$ cat src/common/dtim_consts.svh
`ifndef DTIM_CONSTS_SVH
`define DTIM_CONSTS_SVH

// ----------------------------------------------------------------------
// line store geometry
// ----------------------------------------------------------------------

// line index width, 16 lines.
`define DTIM_DEPTH 4

// word offset width, 4 words per line.
`define DTIM_WIDTH 2

// tag width left over from a 32-bit byte address.
`define DTIM_TAG_BITS (30 - `DTIM_DEPTH - `DTIM_WIDTH)

// ----------------------------------------------------------------------
// cached address window, the top bound is exclusive
// ----------------------------------------------------------------------

`define DTIM_BASE_ADDR 32'h0000_1000
`define DTIM_TOP_ADDR 32'h0000_2000

`endif

$ cat src/common/dtim_pkg.sv
`default_nettype none

`include "dtim_consts.svh"

package dtim_pkg;

  typedef logic [31:0] dtim_word_t;
  typedef logic [3:0] dtim_strb_t;

  typedef logic [`DTIM_TAG_BITS-1:0] dtim_tag_t;
  typedef logic [`DTIM_DEPTH-1:0] dtim_index_t;
  typedef logic [`DTIM_WIDTH-1:0] dtim_offset_t;

  // one line is a packed array of words, so line[offset] selects a word.
  typedef dtim_word_t [2**`DTIM_WIDTH-1:0] dtim_line_t;

  typedef struct packed {
    dtim_tag_t tag;
    dtim_index_t index;
    dtim_offset_t offset;
    logic [1:0] byte_off;
  } dtim_addr_fields_t;

  // the request address, seen either flat or split into its line fields.
  typedef union packed {
    dtim_word_t flat;
    dtim_addr_fields_t field;
  } dtim_addr_t;

  typedef enum logic [2:0] {
    st_lookup,
    st_refill,
    st_uncached,
    st_update,
    st_fence_scan,
    st_writeback
  } dtim_state_t;

endpackage

`default_nettype wire

$ cat src/common/dtim_array_if.sv
`timescale 1ns/100ps
`default_nettype none

interface dtim_array_if
  import dtim_pkg::*;
();

  // write side.
  logic wen;
  dtim_index_t waddr;
  dtim_tag_t wtag;
  logic wlock;
  dtim_line_t wline;

  // read side, data follows raddr by one cycle.
  dtim_index_t raddr;
  dtim_tag_t rtag;
  logic rlock;
  dtim_line_t rline;

  modport ctrl (
    output wen, waddr, raddr, wtag, wlock, wline,
    input rtag, rlock, rline
  );

  modport array (
    input wen, waddr, raddr, wtag, wlock, wline,
    output rtag, rlock, rline
  );

endinterface

`default_nettype wire

$ cat src/dtim/dtim_tag_array.sv
`timescale 1ns/100ps
`default_nettype none

`include "dtim_consts.svh"

module dtim_tag_array
  import dtim_pkg::*;
(
  input logic clock,
  input logic reset,
  dtim_array_if.array port
);

  localparam int lines = 2 ** `DTIM_DEPTH;

  dtim_tag_t tag_mem [lines];
  logic [lines-1:0] lock_bits;
  dtim_index_t raddr_q;

  // the lock bits mark which lines are present, so they start cleared.
  always_ff @(posedge clock) begin
    if (!reset) begin
      raddr_q <= '0;
      lock_bits <= '0;
    end else begin
      raddr_q <= port.raddr;
      if (port.wen) begin
        lock_bits[port.waddr] <= port.wlock;
      end
    end
  end

  always_ff @(posedge clock) begin
    if (port.wen) begin
      tag_mem[port.waddr] <= port.wtag;
    end
  end

  assign port.rtag = tag_mem[raddr_q];
  assign port.rlock = lock_bits[raddr_q];

  // this store keeps no line data.
  assign port.rline = '0;

endmodule

`default_nettype wire

$ cat src/dtim/dtim_data_array.sv
`timescale 1ns/100ps
`default_nettype none

`include "dtim_consts.svh"

module dtim_data_array
  import dtim_pkg::*;
(
  input logic clock,
  dtim_array_if.array port
);

  localparam int lines = 2 ** `DTIM_DEPTH;

  dtim_line_t line_mem [lines];
  dtim_index_t raddr_q;

  // lines are always written whole.
  always_ff @(posedge clock) begin
    raddr_q <= port.raddr;
    if (port.wen) begin
      line_mem[port.waddr] <= port.wline;
    end
  end

  assign port.rline = line_mem[raddr_q];

  // tag and lock live in the tag store.
  assign port.rtag = '0;
  assign port.rlock = 1'b0;

endmodule

`default_nettype wire

$ cat src/dtim/dtim_ctrl.sv
`timescale 1ns/100ps
`default_nettype none

`include "dtim_consts.svh"

module dtim_ctrl
  import dtim_pkg::*;
(
  input logic clock,
  input logic reset,
  dtim_array_if.ctrl tag_port,
  dtim_array_if.ctrl data_port,
  input logic dtim_valid,
  input logic dtim_fence,
  input dtim_word_t dtim_addr,
  input dtim_word_t dtim_wdata,
  input dtim_strb_t dtim_wstrb,
  output dtim_word_t dtim_rdata,
  output logic dtim_ready,
  output logic dmem_valid,
  output dtim_word_t dmem_addr,
  output dtim_word_t dmem_wdata,
  output dtim_strb_t dmem_wstrb,
  input dtim_word_t dmem_rdata,
  input logic dmem_ready
);

  dtim_addr_t req_addr;

  logic f_rden;
  logic f_wren;
  logic f_fence;
  dtim_addr_t f_addr;
  dtim_word_t f_wdata;
  dtim_strb_t f_wstrb;
  dtim_index_t f_index;
  dtim_index_t f_index_next;

  dtim_state_t state;
  dtim_state_t state_next;
  dtim_addr_t b_addr;
  dtim_addr_t addr_next;
  dtim_line_t b_line;
  dtim_line_t line_next;
  dtim_offset_t cnt;
  dtim_offset_t cnt_next;
  logic mem_valid;
  logic mem_valid_next;
  dtim_offset_t b_offset;
  dtim_word_t b_wdata;
  dtim_strb_t b_wstrb;
  logic b_store;

  logic in_window;
  logic scan_step;
  logic array_wen;
  logic lock_wen;
  dtim_line_t merge_line;

  // ----------------------------------------------------------------------
  // front stage
  // ----------------------------------------------------------------------

  assign req_addr = dtim_addr;

  // the front index is also the array read index. A fence starts at line 0.
  always_comb begin
    if (dtim_valid) begin
      f_index_next = dtim_fence ? '0 : req_addr.field.index;
    end else if (scan_step) begin
      f_index_next = f_index + 1'b1;
    end else begin
      f_index_next = f_index;
    end
  end

  assign tag_port.raddr = f_index_next;
  assign data_port.raddr = f_index_next;

  assign in_window = (f_addr.flat >= `DTIM_BASE_ADDR) && (f_addr.flat < `DTIM_TOP_ADDR);

  // ----------------------------------------------------------------------
  // back stage
  // ----------------------------------------------------------------------

  always_comb begin
    state_next = state;
    addr_next = b_addr;
    line_next = b_line;
    cnt_next = cnt;
    mem_valid_next = mem_valid;
    scan_step = 1'b0;
    array_wen = 1'b0;
    lock_wen = 1'b0;
    dtim_ready = 1'b0;
    dtim_rdata = '0;
    case (state)
      st_lookup: begin
        if (f_fence) begin
          state_next = st_fence_scan;
        end else if (f_rden || f_wren) begin
          addr_next = f_addr;
          if (!in_window) begin
            state_next = st_uncached;
            mem_valid_next = 1'b1;
          end else if (!tag_port.rlock) begin
            // fill the whole line from its first word.
            addr_next.field.offset = '0;
            addr_next.field.byte_off = '0;
            cnt_next = '0;
            state_next = st_refill;
            mem_valid_next = 1'b1;
          end else if (tag_port.rtag != f_addr.field.tag) begin
            state_next = st_uncached;
            mem_valid_next = 1'b1;
          end else if (f_wren) begin
            line_next = data_port.rline;
            state_next = st_update;
          end else begin
            dtim_ready = 1'b1;
            dtim_rdata = data_port.rline[f_addr.field.offset];
          end
        end
      end
      st_refill: begin
        if (dmem_ready) begin
          line_next[cnt] = dmem_rdata;
          if (cnt == '1) begin
            mem_valid_next = 1'b0;
            state_next = st_update;
          end else begin
            cnt_next = cnt + 1'b1;
            addr_next.field.offset = cnt_next;
          end
        end
      end
      st_uncached: begin
        dtim_ready = dmem_ready;
        dtim_rdata = dmem_rdata;
        if (dmem_ready) begin
          mem_valid_next = 1'b0;
          state_next = st_lookup;
        end
      end
      st_update: begin
        array_wen = 1'b1;
        dtim_ready = 1'b1;
        dtim_rdata = merge_line[b_offset];
        state_next = st_lookup;
      end
      st_fence_scan: begin
        if (tag_port.rlock) begin
          line_next = data_port.rline;
          addr_next.flat = '0;
          addr_next.field.tag = tag_port.rtag;
          addr_next.field.index = f_index;
          cnt_next = '0;
          mem_valid_next = 1'b1;
          state_next = st_writeback;
        end else if (f_index == '1) begin
          dtim_ready = 1'b1;
          state_next = st_lookup;
        end else begin
          scan_step = 1'b1;
        end
      end
      st_writeback: begin
        if (dmem_ready) begin
          if (cnt == '1) begin
            // the last word is out, so the lock is cleared.
            mem_valid_next = 1'b0;
            lock_wen = 1'b1;
            if (f_index == '1) begin
              dtim_ready = 1'b1;
              state_next = st_lookup;
            end else begin
              scan_step = 1'b1;
              state_next = st_fence_scan;
            end
          end else begin
            cnt_next = cnt + 1'b1;
            addr_next.field.offset = cnt_next;
          end
        end
      end
      default: begin
        state_next = st_lookup;
      end
    endcase
  end

  // store bytes go into the buffered line under their strobes.
  always_comb begin
    merge_line = b_line;
    if (b_store) begin
      for (int i = 0; i < 4; i++) begin
        if (b_wstrb[i]) begin
          merge_line[b_offset][8*i +: 8] = b_wdata[8*i +: 8];
        end
      end
    end
  end

  // ----------------------------------------------------------------------
  // array and memory outputs
  // ----------------------------------------------------------------------

  // update sets the lock, the end of a writeback clears it.
  assign tag_port.wen = array_wen | lock_wen;
  assign tag_port.waddr = b_addr.field.index;
  assign tag_port.wtag = b_addr.field.tag;
  assign tag_port.wlock = array_wen;
  assign tag_port.wline = merge_line;

  assign data_port.wen = array_wen;
  assign data_port.waddr = b_addr.field.index;
  assign data_port.wtag = b_addr.field.tag;
  assign data_port.wlock = array_wen;
  assign data_port.wline = merge_line;

  assign dmem_valid = mem_valid;
  assign dmem_addr = b_addr.flat;
  assign dmem_wdata = (state == st_writeback) ? b_line[cnt] : b_wdata;
  assign dmem_wstrb = (state == st_writeback) ? 4'hF :
                      (state == st_uncached) ? b_wstrb : '0;

  // ----------------------------------------------------------------------
  // registers
  // ----------------------------------------------------------------------

  always_ff @(posedge clock) begin
    if (!reset) begin
      f_rden <= 1'b0;
      f_wren <= 1'b0;
      f_fence <= 1'b0;
      f_index <= '0;
      state <= st_lookup;
      cnt <= '0;
      mem_valid <= 1'b0;
    end else begin
      f_rden <= dtim_valid && !dtim_fence && !(|dtim_wstrb);
      f_wren <= dtim_valid && !dtim_fence && (|dtim_wstrb);
      f_fence <= dtim_valid && dtim_fence;
      f_index <= f_index_next;
      state <= state_next;
      cnt <= cnt_next;
      mem_valid <= mem_valid_next;
    end
  end

  always_ff @(posedge clock) begin
    if (dtim_valid) begin
      f_addr <= req_addr;
      f_wdata <= dtim_wdata;
      f_wstrb <= dtim_wstrb;
    end
    if (state == st_lookup) begin
      b_offset <= f_addr.field.offset;
      b_wdata <= f_wdata;
      b_wstrb <= f_wstrb;
      b_store <= f_wren;
    end
    b_addr <= addr_next;
    b_line <= line_next;
  end

endmodule

`default_nettype wire

$ cat src/design/dtim_top.sv
`timescale 1ns/100ps
`default_nettype none

module dtim_top
  import dtim_pkg::*;
(
  input logic clock,
  input logic reset,

  // processor load/store port.
  input logic dtim_valid,
  input logic dtim_fence,
  input dtim_word_t dtim_addr,
  input dtim_word_t dtim_wdata,
  input dtim_strb_t dtim_wstrb,
  output dtim_word_t dtim_rdata,
  output logic dtim_ready,

  // data memory port.
  output logic dmem_valid,
  output dtim_word_t dmem_addr,
  output dtim_word_t dmem_wdata,
  output dtim_strb_t dmem_wstrb,
  input dtim_word_t dmem_rdata,
  input logic dmem_ready
);

  dtim_array_if tag_port ();
  dtim_array_if data_port ();

  dtim_tag_array dtim_tag_array_i (
    .clock (clock),
    .reset (reset),
    .port  (tag_port.array)
  );

  dtim_data_array dtim_data_array_i (
    .clock (clock),
    .port  (data_port.array)
  );

  dtim_ctrl dtim_ctrl_i (
    .clock      (clock),
    .reset      (reset),
    .tag_port   (tag_port.ctrl),
    .data_port  (data_port.ctrl),
    .dtim_valid (dtim_valid),
    .dtim_fence (dtim_fence),
    .dtim_addr  (dtim_addr),
    .dtim_wdata (dtim_wdata),
    .dtim_wstrb (dtim_wstrb),
    .dtim_rdata (dtim_rdata),
    .dtim_ready (dtim_ready),
    .dmem_valid (dmem_valid),
    .dmem_addr  (dmem_addr),
    .dmem_wdata (dmem_wdata),
    .dmem_wstrb (dmem_wstrb),
    .dmem_rdata (dmem_rdata),
    .dmem_ready (dmem_ready)
  );

endmodule

`default_nettype wire

$ cat config.mk
export PLATFORM = sky130hd
export DESIGN_NAME = dtim_top
export DESIGN_NICKNAME = d
export VERILOG_FILES = /design/src/common/dtim_pkg.sv /design/src/common/dtim_array_if.sv /design/src/dtim/dtim_tag_array.sv /design/src/dtim/dtim_data_array.sv /design/src/dtim/dtim_ctrl.sv /design/src/design/dtim_top.sv
export VERILOG_INCLUDE_DIRS = /design/src /design/src/common
export SDC_FILE = /design/constraint.sdc
export NUM_CORES = 2
export LEC_CHECK = 0
export BUFFER_PORTS_ARGS = -buffer_cell sky130_fd_sc_hd__buf_2
export CAP_MARGIN = 20
export CORE_ASPECT_RATIO = 0.5
export CORE_MARGIN = 10
export CORE_UTILIZATION = 40
export DETAILED_ROUTE_END_ITERATION = 7
export GPL_ROUTABILITY_DRIVEN = 0
export RECOVER_POWER = 25
export SYNTH_ARGS = -nofsm -noshare
export SYNTH_HDL_FRONTEND = slang
export SYNTH_HIERARCHICAL = 1
export SYNTH_SLANG_ARGS = --single-unit
$ cat constraint.sdc
create_clock -name clock -period 15.8 [get_ports clock]
set_input_delay 3.16 -clock clock [delete_from_list [all_inputs] [get_ports clock]]
set_output_delay 3.16 -clock clock [all_outputs]
set_load 0.02 [all_outputs]
=== Yosys cells after proc, flatten, opt, wreduce, memory -nomap -nowiden ===
Memories as Yosys holds them, arrays and structs flattened. A register that Yosys moved wholly into a read port is not among the register bits.
Cells that the tools add are included.

* Bits in registers: 296
* Bits in writable memories: 2432
* Input bits: 105
* Output and inout port bits: 102
* Word-level logic and storage cells: 210
* Memories kept: 2

* $add $sub $neg: 2
* Magnitude comparators: 10
* Eq/ne operators: 28
* Muxes and demuxes: 122
* Bitwise operators: 1
* Reduce and logical (&&, ||, !) cells: 24

{| class="wikitable"
|+ Memories
! name !! words !! width !! rd ports !! clocked after memory_dff !! wr ports !! line !! RTL
|-
| dtim_data_array_i.line_mem || 16 || 128 || 1 || 1 || 1 || dtim_data_array.sv:15 || <nowiki>dtim_line_t line_mem [lines];</nowiki>
|-
| dtim_tag_array_i.tag_mem || 16 || 24 || 1 || 1 || 1 || dtim_tag_array.sv:16 || <nowiki>dtim_tag_t tag_mem [lines];</nowiki>
|}

{| class="wikitable"
|+ Operator list
! operator !! count
|-
| $mux 128 || 16
|-
| $bwmux 128 || 5
|-
| $mux 32 || 15
|-
| $pmux 128 s3 || 1
|-
| $demux 32 s2 || 5
|-
| $bmux 32 s2 || 3
|-
| $pmux 32 s3 || 1
|-
| $pmux 28 s2 || 1
|-
| $mux 3 || 14
|-
| $mux 1 || 33
|-
| $ge 32x13->1 const B || 1
|-
| $lt 32x14->1 const B || 1
|-
| $mux 4 || 8
|-
| $mux 24 || 1
|-
| $ne 24x24->1 || 1
|-
| $reduce_and 8->1 || 3
|-
| $ne 2x1->1 const B || 9
|-
| $bwmux 16 || 1
|-
| $mux 16 || 1
|-
| $pmux 3 s5 || 1
|-
| $mux 2 || 7
|-
| $ne 2x2->1 const B || 7
|-
| $pmux 2 s3 || 2
|-
| $lt 4x5->1 const B || 2
|-
| 33 further kinds || 48
|}

=== Logic depth before layout (Yosys ltp) ===
* Depth in word-level cells: 19
* Depth in mapped cells: 13
* Gate-level depth less buffers: 9

=== Cells and area by module ===
The synthesis kept the hierarchy.

{| class="wikitable"
|+ Modules (own cells, without submodules)
! module !! times used !! cells an instance !! area an instance (µm²) !! seq. area each (µm²)
|-
| dtim_data_array || 1 || 3259 || 77159.0 || 61579.1
|-
| dtim_ctrl || 1 || 1669 || 18328.8 || 8277.9
|-
| dtim_tag_array || 1 || 836 || 16326.9 || 11931.4
|}

=== Worst setup path after synthesis ===
OpenSTA, ideal clock, no wires.

* Path kind: flip-flop to flip-flop
* Start point: reg dtim_ctrl_i.state[1]
* End point: mem dtim_data_array_i/line_mem[0][0] (netlist name), enable pin
* Library setup time: 0.772 ns
* Arrival: 10.267 ns
* Required time: 15.028 ns
* Path slack: 4.761 ns
* Cell stages (with the launch flop): 6
* Path buffers: 1
* Period minus slack after synthesis: 11.039 ns
* Cell sequence: dfxtp_1 > clkbuf_1 > nand2_1 > clkinv_1 > or3b_2 > nor3_1

* Longest elaborated chain between the ends: 4

{| class="wikitable"
|+ RTL lines
! item !! line !! RTL
|-
| start, declared || dtim_ctrl.sv:39 || <nowiki>dtim_state_t state;</nowiki>
|-
| start signal, assigned || dtim_ctrl.sv:237 || <nowiki>state <= st_lookup;</nowiki>
|-
| start signal, assigned || dtim_ctrl.sv:245 || <nowiki>state <= state_next;</nowiki>
|-
| $eq 3x2->1 || dtim_ctrl.sv:97 || <nowiki>case (state)</nowiki>
|-
| $mux 1 || dtim_ctrl.sv:97 ||
|-
| via data_port.wen || dtim_array_if.sv:9 || <nowiki>logic wen;</nowiki>
|-
| $mux 1 || dtim_data_array.sv:21 || <nowiki>if (port.wen) begin</nowiki>
|-
| $mux 1 (implied by the code) || dtim_data_array.sv:22 || <nowiki>line_mem[port.waddr] <= port.wline;</nowiki>
|-
| end, declared || dtim_data_array.sv:15 ||
|}

The timed path passes the listed nets, and every way through them passes these cells.

=== Worst setup path after layout ===
* Start point: reg dtim_tag_array_i.raddr_q[1]
* End point: out dtim_rdata[17]

* Longest elaborated chain between the ends: 7

{| class="wikitable"
|+ RTL lines
! item !! line !! RTL
|-
| start, declared || dtim_tag_array.sv:18 || <nowiki>dtim_index_t raddr_q;</nowiki>
|-
| start signal, assigned || dtim_tag_array.sv:26 || <nowiki>raddr_q <= port.raddr;</nowiki>
|-
| $bmux 1 s4 || dtim_tag_array.sv:40 || <nowiki>assign port.rlock = lock_bits[raddr_q];</nowiki>
|-
| $mux 1 (implied by the code) || dtim_tag_array.sv:40 ||
|-
| $mux 32 || dtim_ctrl.sv:106 || <nowiki>end else if (!tag_port.rlock) begin</nowiki>
|-
| $mux 32 || dtim_ctrl.sv:103 || <nowiki>if (!in_window) begin</nowiki>
|-
| $mux 32 || dtim_ctrl.sv:101 || <nowiki>end else if (f_rden || f_wren) begin</nowiki>
|-
| $mux 32 || dtim_ctrl.sv:99 || <nowiki>if (f_fence) begin</nowiki>
|-
| $pmux 32 s3 || dtim_ctrl.sv:97 ||
|-
| end, declared || dtim_top.sv:16 || <nowiki>output dtim_word_t dtim_rdata,</nowiki>
|}

No other way between the ends. The select of a mux whose other input is x is not followed.

==> results_dict.tcl <==
set metrics [dict create \
    fillers 22600 \
    drive_above_1_share_pct 26.2 \
    synth_fp_nets 5590 \
    viasPerCell 6.07 \
    holdWs_ns 0.397 \
    slew_headroom_pct -152 \
    remaining_drc_errors 0 \
    drt_iter0_drc 7747 \
    fp.dieH_um 390 \
    ir_drop_uv 93.7 \
    worstMarginPinSlew_ns 3.79 \
    start_kind "flop" \
    synth_area_per_cell_um2 20.0 \
    hold_path_class "flop to flop" \
    hold_viol_final 0 \
    final_cell_area_mm2 0.122 \
    cp.arrival_ns 6.48 \
    wire_per_inst_um 32.4 \
    crit_type "flop to output pin" \
    max-cap-violations 7 \
    dieArea_mm2 0.297 \
    violations "capacitance limit, slew limit" \
    cts_tree "built" \
    powerDensity_mw_per_mm2 121 \
    grt_setup_unrepaired "false" \
    dr.pass1.iters 5 \
    clkLatencyLatePin_ns 0.93 \
    report.final.slew_viol_count 182 \
    worstReg2RegStart "dtim_ctrl_i/state[0]$_SDFFE_PN0P_" \
    dp_cells 9061 \
    fmax_mhz 104 \
    dpl_cell_area_mm2 0.115 \
    grt_overflow_total 0 \
    drt_wl_total_um 308000 \
    numPortBuffers 206 \
    dp_hpwl_um 165000 \
    grt_usage_pct 20.1 \
    finalCritPeriodShare_pct 61.0 \
    cts_buffers 244 \
    cp_max_fo 72 \
    cts_hold_buf 0 \
    ys_warn_count 6 \
    fin_tns_setup_ns 0 \
    dr_total_vias 57700 \
    period_minus_slack_ns 9.64 \
    initial_core_util_pct 40.4 \
    fin_nets 5791 \
    startpoint "dtim_tag_array_i/raddr_q[1]$_SDFF_PN0_" \
    required_ns 12.64 \
    core_mm2 0.272 \
    io_pins 207 \
    hp-start "dtim_ctrl_i/f_wdata[0]$_DFFE_PP_" \
    clockBufferDepth 4 \
    run_status "finished, violations left" \
    setup_violations 0 \
    antenna_found_initial 13 \
    post_cts_resized 0 \
    grt_pass1_wl_um 434000 \
    row_count 135 \
    netlist_area_mm2 0.110 \
    clk_pin_slew_ns 0.06 \
    p_leak_uw 0.0377 \
    post_cts_buffers 0 \
    cts_sinks 2736 \
    htree_levels 4 \
    die_w_um 761 \
    grt_pass1_vias 57800 \
    syn_inst 5480 \
    fin_cells 9505 \
    grt_max_degree 134 \
    finClkSkew_ns 0.113 \
    ant_nets 0 \
    worstSetupEndpointType "output pin" \
    area_growth_pct 11.5 \
    cts_root_buf "clkbuf_16" \
]
## metal layers
metal / global-route usage (%) / routed length, um / vias to the layer above
met5: 0 / 27 / -
met4: 5.96 / 9640 / 4
met3: 4.08 / 29800 / 529
met2: 32.0 / 145000 / 3209
met1: 28.1 / 124000 / 31000
li1: - / - / 22900
## layout by cell type, fill, tap and decap left out, types with 23 or more instances in the layout
cell type  count
mux2i_1       37
nand2b_1      27
clkinv_1      57
nand3_1       30
dfxtp_1       29
edfxtp_1    2699
mux2_2       147
mux4_2       665
mux2_1       105
clkbuf_16    246
o21ai_1       79
clkinv_2      47
buf_4         98
xor2_1        26
nor2b_1       33
clkbuf_1      69
a22oi_1      269
o221ai_1      23
inv_1         37
o21ai_0      128
buf_2        195
nand2_1      489
a21oi_1       62
## final timing paths
kind	to	slack, ns	cells past startpoint
min reg2reg	dtim_ctrl_i/b_wdata[0]$_DFFE_PP_	0.40	0
max	dtim_rdata[17]	6.16	11
max reg2reg	dtim_data_array_i/line_mem[1][16]$_DFFE_PP_	8.95	11
min	dtim_ctrl_i/b_wdata[0]$_DFFE_PP_	0.40	0
## registers in the layout, indices dropped and copies added, names as in the netlist, named ones only
register	count
dtim_data_array_i/line_mem	2048
dtim_tag_array_i/tag_mem	384
dtim_ctrl_i/b_line	128
dtim_ctrl_i/b_wdata	32
dtim_ctrl_i/dmem_addr	32
dtim_ctrl_i/f_addr	32
dtim_ctrl_i/f_wdata	32
dtim_tag_array_i/lock_bits	16
dtim_ctrl_i/b_wstrb	4
dtim_ctrl_i/f_index	4
dtim_ctrl_i/f_wstrb	4
dtim_tag_array_i/raddr_q	4
dtim_ctrl_i/state	3
dtim_ctrl_i/b_offset	2
dtim_ctrl_i/cnt	2
dtim_ctrl_i/b_store	1
dtim_ctrl_i/dmem_valid	1
dtim_ctrl_i/f_fence	1
dtim_ctrl_i/f_rden	1
dtim_ctrl_i/f_wren	1
## cell type report
cell class	instances	area (um^2)	area share, %
sequential	2736	81800	66.9
multi-input combinational	2328	26100	21.3
clock buffer	301	6410	5.24
tap	3630	4540	3.71
timing repair buffer	333	2200	1.80
clock inverter	137	1090	0.893
inverter	38	143	0.117
antenna	2	5.00	0.00409
## stage by stage
stage | total power (uW) | worst slack (ns) | utilization, %
6_report | 14800 | 6.16 | 45.0
5_1_grt | 15300 | 5.97 | 45.0
4_1_cts | 14900 | 5.57 | 45.0
3_5_place_dp | 9210 | 6.53 | 42.2
3_3_place_gp | 9190 | 6.66 | 42.2
2_1_floorplan | 8830 | 4.77 | -
## critical path: stages (launching register included)
cell     delay, ns
dfxtp_4       0.63
buf_4         0.93
mux4_2        0.43
a22oi_1       0.22
nand2_1       0.14
xor2_1        0.19
nor4_1        0.74
nand2_1       0.19
nor4_4        0.68
nand4_4       0.75
o21ai_1       0.41
buf_2         0.21
## where the power goes
group	total, uW	internal (uW)	switching [uW]	leakage (uW)
combinational	995	375	620	0.00933
sequential	8070	7990	81.5	0.0247
clock	5750	3130	2620	0.00368
total	14800	11500	3330	0.0377
Power figures use the tool's default switching activity.
